$ cat config.mk
export PLATFORM = sky130hd
export DESIGN_NAME = bus_timeout_timer
export DESIGN_NICKNAME = d
export VERILOG_FILES = /design/src/logic/bus_timeout_timer.sv
export VERILOG_INCLUDE_DIRS = /design/src /design/src/logic
export SDC_FILE = /design/constraint.sdc
export NUM_CORES = 1
export LEC_CHECK = 0
export BUFFER_PORTS_ARGS = -buffer_cell sky130_fd_sc_hd__clkbuf_2
export CAP_MARGIN = 15
export CORE_AREA = 2 2 39 41
export CTS_CLUSTER_DIAMETER = 80
export CTS_CLUSTER_SIZE = 14
export DETAILED_ROUTE_END_ITERATION = 12
export DIE_AREA = 0 0 41 43
export PLACE_DENSITY = 0.34
export SKIP_LAST_GASP = 1
export SYNTH_ARGS = -nofsm -noshare
export SYNTH_HDL_FRONTEND = slang
export SYNTH_SLANG_ARGS = --single-unit
$ cat constraint.sdc
create_clock -name clk -period 1.31 [get_ports clk]
set_clock_uncertainty 0.05 [all_clocks]
set_input_delay 0.262 -clock clk [delete_from_list [all_inputs] [get_ports clk]]
set_output_delay 0.262 -clock clk [all_outputs]
set_load 0.005 [all_outputs]
$ cat src/logic/lsu_defs.svh
`ifndef LSU_DEFS_SVH
`define LSU_DEFS_SVH

// Data and address width
`define XLEN 32

// Word index width of the data memory
// 8 gives 256 words
`define DMEM_ADDR_BITS 8

// Cycles a bus request may wait for ack before it faults
`define LSU_TIMEOUT_CYCLES 16

`endif

$ cat src/logic/bus_timeout_timer.sv
`default_nettype none

`include "lsu_defs.svh"

module bus_timeout_timer (
   input  logic clk,
   input  logic rst_n,
   input  logic dbus_wait_i,
   input  logic ack_i,
   output logic timeout_o
);

   localparam int CNT_W = $clog2(`LSU_TIMEOUT_CYCLES + 1);
   localparam logic [CNT_W-1:0] CNT_LAST = CNT_W'(`LSU_TIMEOUT_CYCLES - 1);

   logic [CNT_W-1:0] cnt_q;

   // Waiting cycles of the current request
   always_ff @(posedge clk) begin
      if (!rst_n) begin
         cnt_q <= '0;
      end else if (!dbus_wait_i || ack_i) begin
         cnt_q <= '0;
      end else if (!timeout_o) begin
         cnt_q <= cnt_q + 1'b1;
      end
   end

   // Fires in the last allowed waiting cycle and the request then drops
   assign timeout_o = dbus_wait_i & ~ack_i & (cnt_q == CNT_LAST);

endmodule : bus_timeout_timer

`default_nettype wire

* Yosys cells after proc, flatten, opt, wreduce, memory -nomap -nowiden
Cells that the tools add are included.
** Cells by class
- $add $sub $neg :: 1
- $mul :: 0
- Div/mod/pow operators :: 0
- Order comparisons :: 0
- Equality and inequality tests :: 1
- Shift-type cells :: 0
- Mux-type cells :: 0
- Bitwise gates (word level) :: 4
- Reductions and logical operators :: 3
** Operators by type and width (number)
- $add A5 B1 Y5 const B :: 1
- $eq A5 B4 Y1 const B :: 1
- $and A1 B1 Y1 :: 2
- $not A1 Y1 :: 2
- $reduce_or A2 Y1 :: 1
- $logic_not A1 Y1 :: 1
- $logic_or A1 B1 Y1 :: 1
** Storage, ports and cells
- Bits in registers :: 5
- Bits in latches :: 0
- Memory bits (writable) :: 0
- Memory bits (read-only) :: 0
- Input bits :: 4
- Output and inout port bits :: 1
- Memories kept :: 0

* Depth between registers and ports, before layout
- Depth after elaboration :: 3
- Depth in mapped cells :: 6
- Depth with buffers taken out :: 6

* Worst setup path after synthesis
No wires, ideal clock.
- Path type :: reg2reg
- Start point :: register cnt_q[0]
- End point :: register cnt_q[3]
- Library setup time :: 0.120 ns
- Arrival :: 1.269 ns
- Required time :: 1.140 ns
- Slack :: -0.129 ns
- Cell stages (with the launch flop) :: 7
- Period minus slack after synthesis :: 1.439 ns
- Cells stage by stage :: dfxtp_1 > ha_1 > and3_1 > ha_1 > nand4b_1 > xor2_1 > nor2_1
** On the way
- Longest elaborated chain between the ends :: 2
- Elaborated cells on any way between the ends :: 3
** Ends and longest elaborated chain
- start: declaration :: line bus_timeout_timer.sv:16 : logic [CNT_W-1:0] cnt_q;
- start signal: assignment :: line bus_timeout_timer.sv:25 : cnt_q <= cnt_q + 1'b1;
- branches (longest 2 deep; another with $add A5 B1 Y5)
Several ways; the timed one is not identified.
A chain may end at the register's enable or synchronous reset.

* Worst setup path in the final report
- Start point :: register cnt_q[1]
- End point :: output timeout_o
** On the way
- Longest elaborated chain between the ends :: 2
** Ends and longest elaborated chain
- $eq A5 B4 Y1 :: line bus_timeout_timer.sv:30 : assign timeout_o = dbus_wait_i & ~ack_i & (cnt_q == CNT_LAST);
- $and A1 B1 Y1 :: line bus_timeout_timer.sv:30
- end: declaration :: line bus_timeout_timer.sv:10 : output logic timeout_o
Every way passes these cells.

==> impl_metrics.py <==
metrics = {
    "synth": {
        "yosysWarnings": 0,
        "synthCells": 25,
        "syn_avg_cell_area_um2": 9.51,
        "async_flop_share_pct": 0,
        "synth_ff_type": "dfxtp_1",
        "syn_nets": 31,
        "synth_top_area_share_pct": 42.1,
        "synth_edf_count": 0,
        "ys_seq_elements": 5,
        "synth.largest_area_cell": "dfxtp_1",
        "synth_area_leaders": "dfxtp_1 42%, ha_1 11%, nor2_1 7.9%, xor2_1 7.4%, a221oi_2 6.3%",
        "ys_types": 12,
        "ys_seq_area_share_pct": 42.1,
        "syn-cell-area_um2": 238,
        "synth_common_cells": "5 x dfxtp_1, 5 x nor2_1, 3 x inv_1",
    },
    "detailed_routing": {
        "drtAntennaViolNets": 0,
        "vias": 219,
        "route.detailed.drc": 0,
        "drtIter0Drc": 0,
        "routed_wirelength_um": 520,
        "first_pass_iters": 1,
        "via_per_inst": 3.84,
        "wire_per_inst_um": 9.12,
    },
    "hold_path": {
        "min_path_type": "input pin to flip-flop",
    },
    "timing": {
        "setup_viol": 6,
        "report.final.slew_viol_count": 0,
        "fmax_ghz": 0.620,
        "slew_headroom_pct": 84.2,
        "hold_viol": 0,
        "min_period_over_period_pct": 123,
        "hold_ws_ns": 0.335,
        "tns_ns": -0.804,
        "rsz0062_at_grt": "yes",
        "fin_ws_ns": -0.304,
        "fin_crit_ns": 1.61,
        "tightestPinTransition_ns": 0.236,
    },
    "finish": {
        "nets": 48,
        "largest_register_ffs": 5,
        "regMostFlops": "cnt_q",
        "antenna_cells": 0,
        "layout-drive-gt1-share_pct": 58.5,
        "syn_to_final_growth_pct": 71.1,
        "reg.largest.list": "cnt_q: 5 flops",
        "stdcell_count": 57,
    },
    "power_and_ir_drop": {
        "finalPower_uw": 359,
        "p_per_area_mw_per_mm2": 884,
        "ir_worst_vdd_v": 0.000297,
        "p_leak_nw": 0.172,
    },
    "cts": {
        "htreeDepth": 1,
        "clk_latency_ns": 0.24,
        "cts.sinks": 5,
        "tritoncts": "done",
        "numCtsBuffers": 3,
        "clockRootBuffer": "clkbuf_4",
        "clkSlewWorstSetupHoldPaths_ns": 0.05,
        "clk_path_buf_depth": 2,
    },
    "global_route": {
        "grt_usage_pct": 9.54,
        "overflow": 0,
        "grt_max_degree": 6,
        "grt_pass1_wl_um": 1090,
        "grt_pass1_vias": 263,
        "antenna_found_initial": 0,
    },
    "die": {
        "num_rows": 14,
        "die-area_mm2": 0.00176,
        "io_pins": 5,
        "die_h_um": 43,
        "die_w_um": 41,
        "core_area_mm2": 0.00138,
        "start_util_pct": 17.2,
    },
    "critical_path": {
        "cp.arrival_ns": 1.30,
        "cpPeakStageDelay_ns": 0.35,
        "crit_chain": "ha_4 > and3_4 > ha_4 > nand3b_1 > inv_2 > clkbuf_2",
        "path_buf_inv": 2,
        "path_class": "flip-flop to output port",
        "path_max_fanout": 2,
        "critPathTopFamily": "flip-flops",
        "cp_data_required_time_ns": 1.00,
        "crit_slowest_cell": "dfxtp_2",
        "crit_top_cell": "ha_4",
        "end_kind": "output port",
        "critPathLaunchType": "flip-flop",
    },
    "placement": {
        "place_inst": 51,
        "gp_congestion": 0.635,
        "port_buffers": 4,
        "pre_cts_ws_ns": -0.136,
    },
    "flow_run": {
        "max_cap_viol_count": 0,
    },
    "status": {
        "status": "finished, violations left",
        "violations": "setup timing",
    },
}
-- kinds of logic after synthesis --
logic type / count (synthesis) / synth area share, %
flip-flops: 5 / 42.1
AND/OR/NAND/NOR: 11 / 25.3
adder cells (fa/ha/maj): 2 / 10.5
XOR/XNOR: 3 / 11.1
AO/OA/AOI/OAI: 1 / 6.31
buffers and inverters: 3 / 4.74
-- power by group --
part | switching [mW] | internal (mW) | total, mW
Clock | 0.0717 | 0.116 | 0.187
Sequential | 0.00163 | 0.154 | 0.156
Combinational | 0.00647 | 0.00953 | 0.0160
Total | 0.0798 | 0.280 | 0.359
-- worst reg2reg max path: stages, from the launching register on --
cell and delay, ns:
dfxtp_2 0.33, ha_4 0.16, and3_4 0.15, ha_4 0.15
buf_4 0.15, nand4b_1 0.18, xor2_1 0.16, nor2_1 0.06
-- repair_timing --
action	CTS	global route
buffers inserted	4	2
pin swaps	8	7
setup endpoints to repair	6	6
hold buffers	0	0
gates resized for setup	4	2
-- metrics by stage --
stage	utilization (%)	instance area (µm²)
2_1_floorplan	-	260
3_5_place_dp	25.0	345
6_report	29.4	407
4_1_cts	30.0	415
5_1_grt	29.4	407
3_3_place_gp	25.0	345
-- path summary, 6_finish.rpt --
path	end	slack, ns	startpoint	cells after the start
worst max register to register	cnt_q[3]$_SDFFE_PP0N_	-0.19	cnt_q[1]$_SDFFE_PP0N_	7
worst max-delay path	timeout_o	-0.30	cnt_q[1]$_SDFFE_PP0N_	6
worst min-delay path	cnt_q[4]$_SDFFE_PP0N_	0.33	rst_n	3
worst min register to register	cnt_q[4]$_SDFFE_PP0N_	0.47	cnt_q[4]$_SDFFE_PP0N_	2
-- cell type report --
| type | instances | area [µm²] |
|---|---|---|
| inverters | 3 | 11.3 |
| repair buffers | 12 | 80.1 |
| well taps | 16 | 20.0 |
| clock buffers | 4 | 26.3 |
| multi-input cells | 17 | 166 |
| fillers | 148 | 977 |
| flip-flops and latches | 5 | 103 |
-- cell usage in the layout, fill, tap and decap left out --
master | synthesis | layout
a221oi_2 | 1 | 1
and3_4 | 0 | 1
buf_4 | 0 | 8
clkbuf_1 | 0 | 1
clkbuf_2 | 0 | 4
clkbuf_4 | 0 | 3
dfxtp_1 | 5 | 3
dfxtp_2 | 0 | 2
ha_4 | 0 | 2
inv_1 | 3 | 2
inv_2 | 0 | 1
nand3b_1 | 2 | 2
nand4b_1 | 1 | 1
nor2_1 | 5 | 4
nor2_2 | 0 | 1
nor2b_4 | 0 | 1
nor3_1 | 1 | 1
xnor2_1 | 1 | 1
xor2_1 | 2 | 2
-- per-layer routing --
layer / track usage (%) / share of wire (%) / vias up
li1: - / - / 114
met5: 0 / 0 / -
met4: 6.00 / 0 / 0
met2: 13.4 / 54 / 1
met3: 3.14 / 2.5 / 0
met1: 11.9 / 43 / 104
Note: power is estimated with default switching activity, not from simulation.
