**src/logic/lsu_defs.svh**
```systemverilog
`ifndef LSU_DEFS_SVH
`define LSU_DEFS_SVH

// Data and address width
`define XLEN 32

// Word index width of the data memory
// 8 gives 256 words
`define DMEM_ADDR_BITS 8

// Cycles a bus request may wait for ack before it faults
`define LSU_TIMEOUT_CYCLES 16

`endif

```
**src/logic/lsu_op_pkg.sv**
```systemverilog
`default_nettype none

package lsu_op_pkg;

   // Load kinds
   typedef enum logic [2:0] {
      LD_OPS_NONE = 3'd0,
      LD_OPS_LB,
      LD_OPS_LBU,
      LD_OPS_LH,
      LD_OPS_LHU,
      LD_OPS_LW
   } type_ld_ops_e;

   // Store kinds
   typedef enum logic [1:0] {
      ST_OPS_NONE = 2'd0,
      ST_OPS_SB,
      ST_OPS_SH,
      ST_OPS_SW
   } type_st_ops_e;

   // Atomic kinds
   typedef enum logic [3:0] {
      AMO_OPS_NONE = 4'd0,
      AMO_OPS_LR,
      AMO_OPS_SC,
      AMO_OPS_SWAP,
      AMO_OPS_ADD,
      AMO_OPS_XOR,
      AMO_OPS_AND,
      AMO_OPS_OR,
      AMO_OPS_MIN,
      AMO_OPS_MAX,
      AMO_OPS_MINU,
      AMO_OPS_MAXU
   } type_amo_ops_e;

endpackage : lsu_op_pkg

`default_nettype wire

```
**src/logic/lsu_bus_pkg.sv**
```systemverilog
`default_nettype none

`include "lsu_defs.svh"

package lsu_bus_pkg;

   // One memory word seen as byte lanes or as halfword lanes
   typedef union packed {
      logic [`XLEN/8-1:0][7:0]   lane_b;
      logic [`XLEN/16-1:0][15:0] lane_h;
   } type_mem_word_u;

   // Write byte enables with one bit per byte lane
   typedef logic [`XLEN/8-1:0] type_byte_mask_t;

endpackage : lsu_bus_pkg

`default_nettype wire

```
**src/logic/lsu_dbus_if.sv**
```systemverilog
`default_nettype none

`include "lsu_defs.svh"

interface lsu_dbus_if import lsu_bus_pkg::*; ();

   logic [`XLEN-1:0] addr;
   logic             ld_req;
   logic             st_req;
   type_mem_word_u   w_data;
   type_byte_mask_t  w_mask;
   logic             ack;
   type_mem_word_u   r_data;

   // Request side held as a level until ack
   modport req_mp (
      output addr,
      output ld_req,
      output st_req,
      input  ack
   );

   // Data lanes in both directions
   modport data_mp (
      output w_data,
      output w_mask,
      input  r_data,
      input  ack
   );

   // Memory side
   modport mem_mp (
      input  addr,
      input  ld_req,
      input  st_req,
      input  w_data,
      input  w_mask,
      output ack,
      output r_data
   );

endinterface : lsu_dbus_if

`default_nettype wire

```
**src/logic/lsu_lane_align.sv**
```systemverilog
`default_nettype none

`include "lsu_defs.svh"

module lsu_lane_align import lsu_op_pkg::*, lsu_bus_pkg::*; (
   input  logic             clk,
   input  logic             rst_n,
   input  type_ld_ops_e     op_ld_i,
   input  type_st_ops_e     op_st_i,
   input  logic             phase_wr_i,
   input  logic [`XLEN-1:0] amo_result_i,
   input  logic [`XLEN-1:0] wdata_i,
   input  logic [`XLEN-1:0] addr_i,
   output logic [`XLEN-1:0] ld_data_o,
   lsu_dbus_if.data_mp      dbus
);

   type_mem_word_u   w_word;
   type_byte_mask_t  w_mask;
   type_mem_word_u   rd_word;
   logic [7:0]       ld_byte;
   logic [15:0]      ld_half;
   logic [`XLEN-1:0] ld_ext;

   // Store data replicated into the lanes and the mask picks the written ones
   always_comb begin
      w_word = '0;
      w_mask = '0;
      if (phase_wr_i) begin
         w_word = type_mem_word_u'(amo_result_i);
         w_mask = '1;
      end else begin
         case (op_st_i)
            ST_OPS_SB: begin
               w_word.lane_b = {(`XLEN/8){wdata_i[7:0]}};
               w_mask        = type_byte_mask_t'(4'b0001 << addr_i[1:0]);
            end
            ST_OPS_SH: begin
               w_word.lane_h = {(`XLEN/16){wdata_i[15:0]}};
               w_mask        = addr_i[1] ? 4'b1100 : 4'b0011;
            end
            ST_OPS_SW: begin
               w_word = type_mem_word_u'(wdata_i);
               w_mask = '1;
            end
            default: begin
            end
         endcase
      end
   end

   assign dbus.w_data = w_word;
   assign dbus.w_mask = w_mask;

   // Lane select on the read word
   assign rd_word = dbus.r_data;
   assign ld_byte = rd_word.lane_b[addr_i[1:0]];
   assign ld_half = rd_word.lane_h[addr_i[1]];

   always_comb begin
      case (op_ld_i)
         LD_OPS_LB:  ld_ext = {{(`XLEN-8){ld_byte[7]}}, ld_byte};
         LD_OPS_LBU: ld_ext = {{(`XLEN-8){1'b0}}, ld_byte};
         LD_OPS_LH:  ld_ext = {{(`XLEN-16){ld_half[15]}}, ld_half};
         LD_OPS_LHU: ld_ext = {{(`XLEN-16){1'b0}}, ld_half};
         LD_OPS_LW:  ld_ext = rd_word;
         default:    ld_ext = '0;
      endcase
   end

   always_ff @(posedge clk) begin
      if (!rst_n) begin
         ld_data_o <= '0;
      end else if (dbus.ack) begin
         ld_data_o <= ld_ext;
      end
   end

endmodule : lsu_lane_align

`default_nettype wire

```
**src/flat_wrapper.sv**
```systemverilog
// flat-port wrapper written by rule: the top's interface ports become plain ports
module lsu_lane_align_flat import lsu_op_pkg::*, lsu_bus_pkg::*;
  (clk, rst_n, op_ld_i, op_st_i, phase_wr_i, amo_result_i, wdata_i, addr_i, ld_data_o, dbus_w_data, dbus_w_mask, dbus_r_data, dbus_ack);
  lsu_dbus_if dbus_i ();
  input  logic clk;
  input  logic rst_n;
  input  type_ld_ops_e op_ld_i;
  input  type_st_ops_e op_st_i;
  input  logic phase_wr_i;
  input  logic [`XLEN-1:0] amo_result_i;
  input  logic [`XLEN-1:0] wdata_i;
  input  logic [`XLEN-1:0] addr_i;
  output logic [`XLEN-1:0] ld_data_o;
  output wire logic [$bits(dbus_i.w_data)-1:0] dbus_w_data;
  output wire logic [$bits(dbus_i.w_mask)-1:0] dbus_w_mask;
  input wire logic [$bits(dbus_i.r_data)-1:0] dbus_r_data;
  input wire logic [$bits(dbus_i.ack)-1:0] dbus_ack;
  assign dbus_w_data = dbus_i.w_data;
  assign dbus_w_mask = dbus_i.w_mask;
  assign dbus_i.r_data = dbus_r_data;
  assign dbus_i.ack = dbus_ack;
  lsu_lane_align u_core (.clk(clk), .rst_n(rst_n), .op_ld_i(op_ld_i), .op_st_i(op_st_i), .phase_wr_i(phase_wr_i), .amo_result_i(amo_result_i), .wdata_i(wdata_i), .addr_i(addr_i), .ld_data_o(ld_data_o), .dbus(dbus_i));
endmodule
```
**config.mk**
```make
export PLATFORM = sky130hd
export DESIGN_NAME = lsu_lane_align_flat
export DESIGN_NICKNAME = d
export VERILOG_FILES = /design/src/logic/lsu_op_pkg.sv /design/src/logic/lsu_bus_pkg.sv /design/src/logic/lsu_dbus_if.sv /design/src/logic/lsu_lane_align.sv /design/src/flat_wrapper.sv
export VERILOG_INCLUDE_DIRS = /design/src /design/src/logic
export SDC_FILE = /design/constraint.sdc
export NUM_CORES = 1
export LEC_CHECK = 0
export BUFFER_PORTS_ARGS = -buffer_cell sky130_fd_sc_hd__buf_2
export CORE_ASPECT_RATIO = 2
export CORE_MARGIN = 5
export CORE_UTILIZATION = 43
export CTS_BUF_LIST = sky130_fd_sc_hd__clkbuf_16
export DETAILED_ROUTE_END_ITERATION = 7
export PLACE_DENSITY = 0.95
export SLEW_MARGIN = 40
export SYNTH_ARGS = -nofsm -noshare
export SYNTH_HDL_FRONTEND = slang
export SYNTH_SLANG_ARGS = --single-unit
```
**constraint.sdc**
```tcl
create_clock -name clk -period 3.6 [get_ports clk]
set_clock_uncertainty 0.15 [all_clocks]
set_input_delay 0.18 -clock clk [delete_from_list [all_inputs] [get_ports clk]]
set_output_delay 0.18 -clock clk [all_outputs]
set_load 0.1 [all_outputs]
```
Yosys cells after proc, flatten, opt, wreduce, memory -nomap -nowiden
Cells that the tools add are included.
Word-level totals
  input bits: 137
  register bits after elaboration: 32
  output and inout bits: 68
  word-level logic and storage cells: 22
Operators by class
  multiplexer cells: 10
  shifts and indexed selects: 1
  eq/ne operators: 8
  $lt $le $gt $ge: 2
Operators by type and width (number)
  $pmux W32 S5: 1
  $pmux W32 S3: 1
  $mux W16: 2
  $mux W32: 1
  $bmux W8 S2: 1
  $pmux W4 S3: 1
  $mux W4: 2
  $mux W8: 1
  $eq A3 B2 Y1 const B: 2
  $eq A3 B3 Y1 const B: 2
  $eq A2 B2 Y1 const B: 2
  $shl A1 B2 Y4 const A: 1
  $eq A3 B1 Y1 const B: 1
  $lt A2 B3 Y1 const B: 1
  $eq A2 B1 Y1 const B: 1
  $lt A1 B2 Y1 const B: 1

Longest topological paths before layout
  depth after elaboration: 3
  depth in mapped cells: 7

Worst setup path before layout
Ideal clock, no wire load.
  path kind: in2out
  from: in op_st_i[0]
  to: out dbus_w_data[0]
  buffers on the path: 2
  arrival: 3.048 ns
  cell stages on the path: 5
  slack: 0.222 ns
  required time: 3.270 ns
  path through: clkbuf_1 -> or2_2 -> clkbuf_1 -> nand2_1 -> o21ai_0
Between the ends
  word-level cells in the longest chain between the ends: 3
  elaborated cells between the ends (all ways): 5
RTL lines
  start, declared: line flat_wrapper.sv:8  | input type_st_ops_e op_st_i;
  $eq A2 B2 Y1 / $eq A2 B1 Y1 (equally long branches): line lsu_lane_align.sv:33  | case (op_st_i)
  $pmux W32 S3 *: line lsu_lane_align.sv:33
  $mux W32 *: line lsu_lane_align.sv:29  | if (phase_wr_i) begin
  end, declared: line flat_wrapper.sv:14  | output wire logic [$bits(dbus_i.w_data)-1:0] dbus_w_data;
Every way passes the cells marked *; elsewhere a longest branch is shown, timed or not.

Worst setup path in the final report
  from: in op_st_i[0]
  to: out dbus_w_data[22]
The elaborated chain is that of the path after synthesis.

==> qor.csv <==
metric,value,unit
WL/cell,17.1,um
height of the die,119,um
Synth area leaders,"dfxtp_1 (25%), a21oi_1 (9.9%), o21ai_0 (8.8%)",
Mean Syn Cell Area,7.36,sq um
most frequent cell after synthesis,a21oi_1,
number of primary I/O pins,205,
DIE WIDTH,64.7,um
WHS,8.27,ps
Crit Path Max Fanout,24,
total number of vias,3252,
Post-Route Setup TNS,0,ps
Clock Root Buffer,clkbuf_16,
Placed Instances,554,
number of fill cells,537,
Cell Rows,40,
Synth top cells by count,"a21oi_1 (51), nand2_1 (50), o21ai_0 (45)",
Rel. slew slack,0.552,
Worst-Margin Slew,669,ps
first-pass GRT wire length,14700,um
maximum clock rate,0.468,GHz
dominant synthesized flop cell,dfxtp_1,
clock slew at reported path FFs,50,ps
period utilisation layout,0.594,
Startpoint Class,input pin,
worst min path class,input pin to flop,
Nets,636,
Post-Place Cell Area,0.00339,sq mm
Die Area,0.00771,sq mm
# clock sinks,32,
syn nets,486,
hpwl dp,7330,um
Yosys reg bits,32,
Max Slew Vio Count,0,
Area Growth Syn to Fin,38.0,%
gr usage total,0.236,
"EDFF count, synth",0,
ant diodes,0,
most flop-heavy register,u_core.ld_data_o,
DRT Pass-1 Iters,5,
RSZ-0062 raised after global routing,false,
pre-CTS WS,1460,ps
max reg flops,32,
Post-CTS Resized,0,
Crit path arrival time,1810,ps
Finished Layout Cells,562,
Final Util,0.600,
remaining antenna violation count,0,
Max Root-Sink Buffers,2,
"Cell Area, Synth",0.00257,sq mm
number of global-route vias before repair,2931,
Post-synth ARST share,0,
"Seq/Total Area, Yosys",0.249,
initial antenna violation count,0,
drc violations,0,
post-layout minimum cycle time,2140,ps
CP required,3270,ps
"area leader, netlist",dfxtp_1,
setup ws final,1460,ps
Finished Cell Area,0.00354,sq mm
maximum number of pins on one net before global-route repair,66,
Starting Density,0.435,
final hold vios,0,
worst vdd ir,0.371,mV
Port Buf Inserts,174,
Setup Viol. Count Final,0,
biggest regs,u_core.ld_data_o: 32 flops,
initial drt markers,279,
CP Capture Type,primary output,
Tot Pwr,1.45,mW
H-tree lvl count,2,
Synth warnings,0,
CTS tree,built,
final wirelength,9610,um
DR vias/cell,5.79,
outcome,finished clean,
grt ovf,0,
clk_lat worst skew,280,ps
synthesized instance count,349,
gpl congestion,0.892,
Inserted Clock Buffers,5,
Leak,1.70,nW
max-cap violation count,0,
fraction of layout cells with a size suffix above 1,0.421,
Core Area,0.00591,sq mm
Crit Path Class,input pin to primary output,
post-synth top area share,0.249,
Pwr Density,410,mW/mm^2
synth unique cells,35,
## repair_timing
item	4_1_cts	5_1_grt
hold endpoints to repair	1	0
hold buffers	1	0
buffers inserted	0	0
## layer usage
metal	routed length, um	track usage
met1	3890	0.318
met2	4560	0.361
met3	966	0.0689
met4	189	0.0702
met5	0	0
## kinds of logic (layout without fill, tap and decap cells)
logic type	Yosys count	after routing	synth area share
compound gates	140	140	0.328
buf+inv	52	202	0.0843
xor+xnor	1	1	0.00341
mux	25	25	0.146
simple gates	99	99	0.189
flops	32	32	0.249
## placed cells by master, fill, tap and decap left out, types with 2 or more instances in the layout
cell and instances:
nand2b_1 2, buf_2 173, nand4_1 9, o221ai_1 7
dfxtp_1 32, clkinv_1 2, a21oi_1 51, a22oi_1 24
inv_1 19, mux4_2 7, nand2_1 50, buf_4 2
o21ai_0 45, a221oi_1 8, mux2_2 16, clkbuf_16 5
nor2_1 2, nand3_1 9, nor2b_1 18
## critical path, cell delays in order
cell and delay, ps:
buf_2 380, nor2b_1 190, buf_4 270, a22oi_1 160, o21ai_0 170, buf_2 450
## final timing paths
check | start | to | slack, ps | depth (start not counted)
max | op_st_i[0] | dbus_w_data[22] | 1460 | 6
min | dbus_r_data[2] | u_core.ld_data_o[2] | 8 | 3
max reg2reg | u_core.ld_data_o[30] | u_core.ld_data_o[30] | 2590 | 3
min reg2reg | u_core.ld_data_o[15] | u_core.ld_data_o[15] | 320 | 2
## layout make-up
type                       count  area, sq um  area share
clock buffer                   5          125      0.0353
sequential                    32          641       0.181
clock inverter                 2         7.51     0.00212
timing repair buffer         176          891       0.251
multi-input combinational    265         1730       0.488
inverter                      19         71.3      0.0201
tap                           63         78.8      0.0222
## report_power, final
| part | total, mW | switching (mW) | leakage, nW | internal, mW |
|---|---|---|---|---|
| Sequential | 0.378 | 0.00747 | 0.260 | 0.370 |
| Clock | 0.400 | 0.153 | 0.0648 | 0.247 |
| Combinational | 0.676 | 0.527 | 1.37 | 0.149 |
Note: power is estimated with default switching activity, not from simulation.
