$ cat config.mk
export PLATFORM = sky130hd
export DESIGN_NAME = lsu_ctrl_fsm_flat
export DESIGN_NICKNAME = d
export VERILOG_FILES = /design/src/logic/lsu_op_pkg.sv /design/src/logic/lsu_bus_pkg.sv /design/src/logic/lsu_dbus_if.sv /design/src/logic/lsu_ctrl_fsm.sv /design/src/flat_wrapper.sv
export VERILOG_INCLUDE_DIRS = /design/src /design/src/logic
export SDC_FILE = /design/constraint.sdc
export NUM_CORES = 1
export LEC_CHECK = 0
export ABC_AREA = 1
export BUFFER_PORTS_ARGS = -buffer_cell sky130_fd_sc_hd__buf_2
export CORE_MARGIN = 1.5
export CORE_UTILIZATION = 35
export DETAILED_ROUTE_END_ITERATION = 16
export PLACE_DENSITY_LB_ADDON = 0.2
export SETUP_SLACK_MARGIN = 0.3
export SLEW_MARGIN = 20
export SYNTH_ARGS = -nofsm -noshare
export SYNTH_HDL_FRONTEND = slang
export SYNTH_SLANG_ARGS = --single-unit
$ cat constraint.sdc
create_clock -name clk -period 2.05 [get_ports clk]
set_input_delay 0.1025 -clock clk [delete_from_list [all_inputs] [get_ports clk]]
set_output_delay 0.1025 -clock clk [all_outputs]
set_load 0.005 [all_outputs]
$ cat src/logic/lsu_defs.svh
`ifndef LSU_DEFS_SVH
`define LSU_DEFS_SVH

// Data and address width
`define XLEN 32

// Word index width of the data memory
// 8 gives 256 words
`define DMEM_ADDR_BITS 8

// Cycles a bus request may wait for ack before it faults
`define LSU_TIMEOUT_CYCLES 16

`endif

$ cat src/logic/lsu_op_pkg.sv
`default_nettype none

package lsu_op_pkg;

   // Load kinds
   typedef enum logic [2:0] {
      LD_OPS_NONE = 3'd0,
      LD_OPS_LB,
      LD_OPS_LBU,
      LD_OPS_LH,
      LD_OPS_LHU,
      LD_OPS_LW
   } type_ld_ops_e;

   // Store kinds
   typedef enum logic [1:0] {
      ST_OPS_NONE = 2'd0,
      ST_OPS_SB,
      ST_OPS_SH,
      ST_OPS_SW
   } type_st_ops_e;

   // Atomic kinds
   typedef enum logic [3:0] {
      AMO_OPS_NONE = 4'd0,
      AMO_OPS_LR,
      AMO_OPS_SC,
      AMO_OPS_SWAP,
      AMO_OPS_ADD,
      AMO_OPS_XOR,
      AMO_OPS_AND,
      AMO_OPS_OR,
      AMO_OPS_MIN,
      AMO_OPS_MAX,
      AMO_OPS_MINU,
      AMO_OPS_MAXU
   } type_amo_ops_e;

endpackage : lsu_op_pkg

`default_nettype wire

$ cat src/logic/lsu_bus_pkg.sv
`default_nettype none

`include "lsu_defs.svh"

package lsu_bus_pkg;

   // One memory word seen as byte lanes or as halfword lanes
   typedef union packed {
      logic [`XLEN/8-1:0][7:0]   lane_b;
      logic [`XLEN/16-1:0][15:0] lane_h;
   } type_mem_word_u;

   // Write byte enables with one bit per byte lane
   typedef logic [`XLEN/8-1:0] type_byte_mask_t;

endpackage : lsu_bus_pkg

`default_nettype wire

$ cat src/logic/lsu_dbus_if.sv
`default_nettype none

`include "lsu_defs.svh"

interface lsu_dbus_if import lsu_bus_pkg::*; ();

   logic [`XLEN-1:0] addr;
   logic             ld_req;
   logic             st_req;
   type_mem_word_u   w_data;
   type_byte_mask_t  w_mask;
   logic             ack;
   type_mem_word_u   r_data;

   // Request side held as a level until ack
   modport req_mp (
      output addr,
      output ld_req,
      output st_req,
      input  ack
   );

   // Data lanes in both directions
   modport data_mp (
      output w_data,
      output w_mask,
      input  r_data,
      input  ack
   );

   // Memory side
   modport mem_mp (
      input  addr,
      input  ld_req,
      input  st_req,
      input  w_data,
      input  w_mask,
      output ack,
      output r_data
   );

endinterface : lsu_dbus_if

`default_nettype wire

$ cat src/logic/lsu_ctrl_fsm.sv
`default_nettype none

`include "lsu_defs.svh"

module lsu_ctrl_fsm import lsu_op_pkg::*; (
   input  logic             clk,
   input  logic             rst_n,
   input  logic             req_i,
   input  type_ld_ops_e     ld_ops_i,
   input  type_st_ops_e     st_ops_i,
   input  type_amo_ops_e    amo_ops_i,
   input  logic [`XLEN-1:0] addr_i,
   input  logic             timeout_i,
   input  logic             sc_pass_i,
   input  logic [`XLEN-1:0] ld_data_i,
   input  logic [`XLEN-1:0] old_i,
   output logic             busy_o,
   output logic             done_o,
   output logic             fault_o,
   output logic [`XLEN-1:0] rdata_o,
   output logic             phase_wr_o,
   output type_ld_ops_e     op_ld_o,
   output type_st_ops_e     op_st_o,
   output type_amo_ops_e    op_amo_o,
   lsu_dbus_if.req_mp       dbus
);

   localparam logic [1:0] S_IDLE  = 2'd0;
   localparam logic [1:0] S_READ  = 2'd1;
   localparam logic [1:0] S_WRITE = 2'd2;
   localparam logic [1:0] S_DONE  = 2'd3;

   logic [1:0]       state_q;
   logic [1:0]       state_d;
   type_ld_ops_e     ld_q;
   type_st_ops_e     st_q;
   type_amo_ops_e    amo_q;
   logic [`XLEN-1:0] addr_q;
   logic             fault_q;
   logic             sc_fail_q;
   logic             is_sc;
   logic             is_amo;
   logic             sc_fail;

   assign is_sc   = (amo_q == AMO_OPS_SC);
   assign is_amo  = (amo_q != AMO_OPS_NONE);
   // Without a valid reservation the SC ends without touching the bus
   assign sc_fail = is_sc & ~sc_pass_i;

   always_comb begin
      state_d = state_q;
      case (state_q)
         S_IDLE: begin
            if (req_i) begin
               state_d = (st_ops_i != ST_OPS_NONE) ? S_WRITE : S_READ;
            end
         end
         S_READ: begin
            if (sc_fail || timeout_i) begin
               state_d = S_DONE;
            end else if (dbus.ack) begin
               // Atomics go on to write back the computed word
               state_d = is_amo ? S_WRITE : S_DONE;
            end
         end
         S_WRITE: begin
            if (timeout_i || dbus.ack) begin
               state_d = S_DONE;
            end
         end
         default: begin
            state_d = S_IDLE;
         end
      endcase
   end

   always_ff @(posedge clk) begin
      if (!rst_n) begin
         state_q   <= S_IDLE;
         ld_q      <= LD_OPS_NONE;
         st_q      <= ST_OPS_NONE;
         amo_q     <= AMO_OPS_NONE;
         fault_q   <= 1'b0;
         sc_fail_q <= 1'b0;
      end else begin
         state_q <= state_d;
         if (state_q == S_IDLE && req_i) begin
            ld_q      <= ld_ops_i;
            st_q      <= st_ops_i;
            amo_q     <= amo_ops_i;
            fault_q   <= 1'b0;
            sc_fail_q <= 1'b0;
         end
         if ((state_q == S_READ || state_q == S_WRITE) && timeout_i) begin
            fault_q <= 1'b1;
         end
         if (state_q == S_READ && sc_fail) begin
            sc_fail_q <= 1'b1;
         end
      end
   end

   // Address taken together with the operation
   always_ff @(posedge clk) begin
      if (state_q == S_IDLE && req_i) begin
         addr_q <= addr_i;
      end
   end

   // Result select held until the next request
   always_comb begin
      if (fault_q) begin
         rdata_o = '0;
      end else if (ld_q != LD_OPS_NONE) begin
         rdata_o = ld_data_i;
      end else if (is_sc) begin
         rdata_o = {{(`XLEN-1){1'b0}}, sc_fail_q};
      end else if (is_amo) begin
         rdata_o = old_i;
      end else begin
         rdata_o = '0;
      end
   end

   assign busy_o      = (state_q != S_IDLE);
   assign done_o      = (state_q == S_DONE);
   assign fault_o     = fault_q;
   assign phase_wr_o  = (state_q == S_WRITE) & is_amo;
   assign op_ld_o     = ld_q;
   assign op_st_o     = st_q;
   assign op_amo_o    = amo_q;

   assign dbus.addr   = addr_q;
   assign dbus.ld_req = (state_q == S_READ) & ~sc_fail;
   assign dbus.st_req = (state_q == S_WRITE);

endmodule : lsu_ctrl_fsm

`default_nettype wire

$ cat src/flat_wrapper.sv
// flat-port wrapper written by rule: the top's interface ports become plain ports
module lsu_ctrl_fsm_flat import lsu_op_pkg::*;
  (clk, rst_n, req_i, ld_ops_i, st_ops_i, amo_ops_i, addr_i, timeout_i, sc_pass_i, ld_data_i, old_i, busy_o, done_o, fault_o, rdata_o, phase_wr_o, op_ld_o, op_st_o, op_amo_o, dbus_addr, dbus_ld_req, dbus_st_req, dbus_ack);
  lsu_dbus_if dbus_i ();
  input  logic clk;
  input  logic rst_n;
  input  logic req_i;
  input  type_ld_ops_e ld_ops_i;
  input  type_st_ops_e st_ops_i;
  input  type_amo_ops_e amo_ops_i;
  input  logic [`XLEN-1:0] addr_i;
  input  logic timeout_i;
  input  logic sc_pass_i;
  input  logic [`XLEN-1:0] ld_data_i;
  input  logic [`XLEN-1:0] old_i;
  output logic busy_o;
  output logic done_o;
  output logic fault_o;
  output logic [`XLEN-1:0] rdata_o;
  output logic phase_wr_o;
  output type_ld_ops_e op_ld_o;
  output type_st_ops_e op_st_o;
  output type_amo_ops_e op_amo_o;
  output wire logic [$bits(dbus_i.addr)-1:0] dbus_addr;
  output wire logic [$bits(dbus_i.ld_req)-1:0] dbus_ld_req;
  output wire logic [$bits(dbus_i.st_req)-1:0] dbus_st_req;
  input wire logic [$bits(dbus_i.ack)-1:0] dbus_ack;
  assign dbus_addr = dbus_i.addr;
  assign dbus_ld_req = dbus_i.ld_req;
  assign dbus_st_req = dbus_i.st_req;
  assign dbus_i.ack = dbus_ack;
  lsu_ctrl_fsm u_core (.clk(clk), .rst_n(rst_n), .req_i(req_i), .ld_ops_i(ld_ops_i), .st_ops_i(st_ops_i), .amo_ops_i(amo_ops_i), .addr_i(addr_i), .timeout_i(timeout_i), .sc_pass_i(sc_pass_i), .ld_data_i(ld_data_i), .old_i(old_i), .busy_o(busy_o), .done_o(done_o), .fault_o(fault_o), .rdata_o(rdata_o), .phase_wr_o(phase_wr_o), .op_ld_o(op_ld_o), .op_st_o(op_st_o), .op_amo_o(op_amo_o), .dbus(dbus_i));
endmodule
### After elaboration in Yosys (flattened, before gate mapping)

Cells that the tools add are included.

* register bits after elaboration: 45
* input port bits: 111
* output and inout bits: 79
* word-level logic and storage cells: 47

* equality and inequality tests: 7
* muxes and demuxes: 14
* bitwise logic cells: 5
* reductions and logical operators: 14

Operator list (count)
* $mux 32: 4
* $mux 2: 5
* $reduce_bool 2->1: 4
* $pmux 2 s3: 1
* $eq 2x2->1 const B: 2
* $eq 4x2->1 const B: 1
* $mux 1: 4
* $reduce_bool 4->1: 1
* $and 1x1->1: 3
* $logic_and 1x1->1: 3
* $logic_or 1x1->1: 3
* $ne 3x2->1 const B: 1
* $reduce_and 3->1: 1
* $reduce_bool 3->1: 1
* $eq 2x1->1 const B: 1
* $logic_not 2->1: 1
* $ne 2x1->1 const B: 1
* $ne 2x2->1 const B: 1
* $not 1->1: 2

### Depth between registers and ports, before layout

* word-level depth: 5
* depth in mapped cells: 9

### Worst setup path before layout

No wires, ideal clock.

* kind: register to register
* start: register u_core.state_q[0]
* end: register u_core.addr_q[0], in the netlist u_core.dbus.addr[0] (enable)
* arrival time: 1.444 ns
* required time: 1.510 ns
* slack: 0.067 ns
* cell stages (with the launch flop): 5
* path buffers: 0
* clock period less this slack: 1.983 ns
* path through: dfxtp_1 -> inv_1 -> ha_1 -> nand2_1 -> clkinv_1

* longest elaborated chain between the ends: 2

Ends and longest elaborated chain
* start, declared: line lsu_ctrl_fsm.sv:33 `logic [1:0] state_q;`
* start signal, assigned: line lsu_ctrl_fsm.sv:86 `state_q <= state_d;`
* $logic_not 2->1: line lsu_ctrl_fsm.sv:105 `if (state_q == S_IDLE && req_i) begin`
* $logic_and 1x1->1: line lsu_ctrl_fsm.sv:105
* end signal, assigned: line lsu_ctrl_fsm.sv:106 `addr_q <= addr_i;`
* end, declared: line lsu_ctrl_fsm.sv:38 `` logic [`XLEN-1:0] addr_q; ``

Every way passes these cells.
A chain may end at the register's enable or synchronous reset.

### Worst setup path in the final report

* start: register u_core.amo_q[3], in the netlist u_core.op_amo_o[3]
* end: output rdata_o[12]

* longest elaborated chain between the ends: 5

Ends and longest elaborated chain
* start, declared: line lsu_ctrl_fsm.sv:37 `type_amo_ops_e amo_q;`
* start signal, assigned: line lsu_ctrl_fsm.sv:90 `amo_q <= amo_ops_i;`
* $reduce_bool 4->1: line lsu_ctrl_fsm.sv:46 `assign is_amo = (amo_q != AMO_OPS_NONE);`
* $mux 32: line lsu_ctrl_fsm.sv:118 `end else if (is_amo) begin`
* $mux 32 (*): line lsu_ctrl_fsm.sv:116 `end else if (is_sc) begin`
* $mux 32 (*): line lsu_ctrl_fsm.sv:114 `end else if (ld_q != LD_OPS_NONE) begin`
* $mux 32 (*): line lsu_ctrl_fsm.sv:112 `if (fault_q) begin`
* end, declared: line flat_wrapper.sv:19 `` output logic [`XLEN-1:0] rdata_o; ``

Mark *: on every way between the ends. The rest lies on a longest branch, timed or not.

==> impl_summary.txt <==
----------------------------------------------------
[Outcome]
  Status ... complete, no violations

[Global routing]
  Met1 Usage GRT ... 0.247
  Met2 Track Usage GR ... 0.348
  Peak-usage layer in the global routing report ... met2
  Global-route wire length before repair ... 11,200 µm
  Number of antenna violations at the first check in global routing ... 0
  Residual overflow from global routing ... 0
  Pin count of the biggest net entering global routing ... 34
  Met3 usage in global routing ... 0.0447
  Tot GR Track Use ... 0.201
  Vias in the first global route ... 2,334

[Cells and area]
  Fraction of final layout cells with drive strength greater than 1 ... 0.502
  Synth-to-Final Area Change ... 65.4%
  Antenna Diode Count ... 0
  Core utilization of the finished layout ... 0.593
  Number of nets in the layout ... 579

[Die]
  Row Count ... 29
  Width of the chip ... 83.4 µm
  Standard cell core area ... 6310 µm²
  Area of the die ... 6960 µm²
  Chip Height ... 83.4 µm
  I/O pins ... 190
  Initial standard-cell utilization of the core ... 0.359

[Drt]
  Routed wire per std cell ... 13.4 µm
  Number of vias per cell after detailed routing ... 4.66
  Number of violations reported at the end of detailed-routing iteration 0 ... 96
  Via total after detailed routing ... 2,519
  Number of nets with antenna violations after routing ... 0
  Total wirelength of the detailed-routed design ... 7230 µm
  DRC Markers ... 0
  First drt pass iteration count ... 4

[STA]
  Hold slack ... 0.0586 ns
  Tmin final ... 1.63 ns
  RSZ-0062 raised after global routing ... no
  Sum of negative setup slack ... 0 ns
  Slew headroom ... 0.832
  Highest clock rate ... 0.614 GHz
  Number of pins with negative max-slew slack in the final report ... 0
  Final hold viol count ... 0
  Worst Tran Pin Value ... 0.250 ns
  Max Clock Skew ... 0.00765 ns
  Finish-stage setup viols ... 0
  Fin crit share ... 0.794

[Synth]
  Nets in the synthesized netlist ... 357
  Synthesized instance count ... 242
  Average cell area after synthesis ... 9.35 µm²
  Number of distinct standard cells referenced by the synthesized netlist ... 25
  Number of synthesized register bits ... 45
  Post-synthesis instance area ... 2260 µm²
  Portion of synthesized cell area occupied by the leading cell type ... 0.425
  Yosys top cell by area ... sky130_fd_sc_hd__edfxtp_1
  Count of warnings emitted by yosys ... 0
  Leading post-synthesis cells by cell area ... sky130_fd_sc_hd__edfxtp_1 42%, sky130_fd_sc_hd__dfxtp_1 11%, sky130_fd_sc_hd__nand2_1 7.3%, sky130_fd_sc_hd__a21oi_1 7.1%, sky130_fd_sc_hd__nand3_1 6.0%
  Sequential fraction of the synthesis area ... 0.540

[Clocking]
  Clock sink total ... 45
  CTS tree ... done
  Clock H-tree levels ... 2
  Clock buffer depth ... 2
  Clock Root Buffer ... sky130_fd_sc_hd__clkbuf_8
  Clock transition at the registers of the reported paths ... 0.08 ns
  Clock latency on the worst-skew pair ... 0.29 ns
  Total CTS buffers ... 5

[Critical path]
  Crit start category ... register
  Worst Path Max Fanout ... 15
  Cells along the critical path ... nor2_4 > nand2_2 > inv_4 > nor2_4 > buf_12 > nand3_1 > a21oi_1 > buf_2
  Delay of the slowest cell on the worst path ... 0.38 ns
  Type of the worst setup path ... reg2out
  Kind of cell with the highest combined delay on the critical path ... flip-flops
  Required time of the critical path ... 1.95 ns
  Most prevalent standard cell on the critical path ... sky130_fd_sc_hd__nor2_4
  Critical path buffer and inverter count ... 3
  Critical Path Sink Type ... primary output
  Slowest stage cell, crit path ... sky130_fd_sc_hd__dfxtp_2
  Arrival time of the worst setup path ... 1.53 ns

[Placed design]
  Count of input and output buffers ... 189
  Half-perimeter wire length after detailed placement ... 5120 µm
  Routability Congestion ... 0.788

[Run]
  Max-cap violation count ... 0

[Pwr]
  Leakage ... 1.83 nW
  Areal power density over the cells ... 1160 nW/µm²
  Worst ir drop on vdd ... 0.583 mV

[Min path]
  Tightest Hold Check Type ... in2reg

----------------------------------------------------
Yosys cell counts:
library cell                n
sky130_fd_sc_hd__inv_1     14
sky130_fd_sc_hd__buf_4      1
sky130_fd_sc_hd__nand3_1   27
sky130_fd_sc_hd__buf_6      2
sky130_fd_sc_hd__nand2_4    1
sky130_fd_sc_hd__nand2_1   44
sky130_fd_sc_hd__nor2_4     1
sky130_fd_sc_hd__nand4_1    1
sky130_fd_sc_hd__a21oi_1   32
sky130_fd_sc_hd__clkinv_1   1
sky130_fd_sc_hd__nand3_2   10
sky130_fd_sc_hd__a21oi_2    8
sky130_fd_sc_hd__ha_1       4
sky130_fd_sc_hd__inv_2      1
sky130_fd_sc_hd__dfxtp_1   13
sky130_fd_sc_hd__buf_8      1
sky130_fd_sc_hd__o21ai_0   10
sky130_fd_sc_hd__clkbuf_1   5
sky130_fd_sc_hd__nor2_8     1
sky130_fd_sc_hd__nand2_2    1
sky130_fd_sc_hd__nor2_2     2
sky130_fd_sc_hd__clkbuf_2   1
sky130_fd_sc_hd__nor2_1    24
sky130_fd_sc_hd__buf_2      5
sky130_fd_sc_hd__edfxtp_1  32
worst min-delay path, delay by kind of cell:
| kind | cells | cell delay, ns |
|---|---|---|
| simple gates | 1 | 0.08 |
| compound gates | 1 | 0.07 |
| buf+inv | 1 | 0.07 |
per-layer routing:
| metal | vias to the layer above | share of wire | routed length, µm |
|---|---|---|---|
| met2 | 102 | 0.50 | 3620 |
| li1 | 1267 | - | - |
| met4 | 0 | 0.019 | 138 |
| met3 | 13 | 0.068 | 493 |
| met1 | 1137 | 0.41 | 2980 |
| met5 | - | 0 | 0 |
repair_timing:
item	in CTS	in global routing
setup endpoints to repair	31	35
hold buffers	32	0
buffers inserted	1	0
gates cloned	1	1
endpoints found under the hold margin	32	0
pin swaps	1	1
gates resized for setup	1	11
stage by stage:
step	instance area [µm²]	setup WS [ns]	power [mW]	instances
CTS	3700	0.307	4.27	540
finish	3740	0.422	4.35	541
global route	3740	0.308	4.68	541
detailed placement	3270	0.405	3.60	499
global placement	3270	0.500	3.58	499
floorplan	2260	0.533	2.74	242
cell usage in the layout, fill, tap and decap left out, drive strengths merged:
| master | instances |
|---|---|
| buf | 196 |
| nand2 | 46 |
| a21oi | 40 |
| nand3 | 37 |
| dlygate4sd3 | 32 |
| edfxtp | 32 |
| nor2 | 30 |
| inv | 16 |
| dfxtp | 13 |
| o21ai | 10 |
| clkbuf | 6 |
| ha | 4 |
| nand4 | 1 |
| clkinv | 1 |
cells by family (layout without fill, tap and decap cells):
family / after synthesis / in the layout / synth area share
compound gates: 50 / 50 / 0.124
fa+ha+maj: 4 / 4 / 0.0221
buf+inv: 31 / 251 / 0.0680
flops: 45 / 45 / 0.540
simple gates: 112 / 114 / 0.247
power by group:
group	switching [mW]	internal, mW	total [mW]
Combinational	1.40	1.10	2.50
Clock	0.270	0.230	0.500
Sequential	0.102	1.25	1.35
Total	1.77	2.58	4.35
state kept, by name, summed over array words and instances, names as in the netlist:
register          cells
u_core.dbus.addr     32
u_core.op_ld_o        3
u_core.op_st_o        2
u_core.sc_fail_q      1
u_core.fault_o        1
u_core.state_q        2
u_core.op_amo_o       4
path summary, 6_finish.rpt:
path	startpoint	end	slack, ns	depth (start not counted)
min	ld_ops_i[0]	u_core.op_ld_o[0]	0.06	3
max reg2reg	u_core.state_q[0]	u_core.dbus.addr[14]	0.54	5
max	u_core.op_amo_o[3]	rdata_o[12]	0.42	8
min reg2reg	u_core.sc_fail_q	u_core.sc_fail_q	0.47	2
area by class of cell:
cell class,count,area (µm²)
fill,580,2570
multi-input combinational,168,916
clock buffer,6,72.6
tap,77,96.3
timing repair buffer,228,1360
inverter,16,65.1
clock inverter,1,3.75
sequential,45,1230
Power figures use the tool's default switching activity.
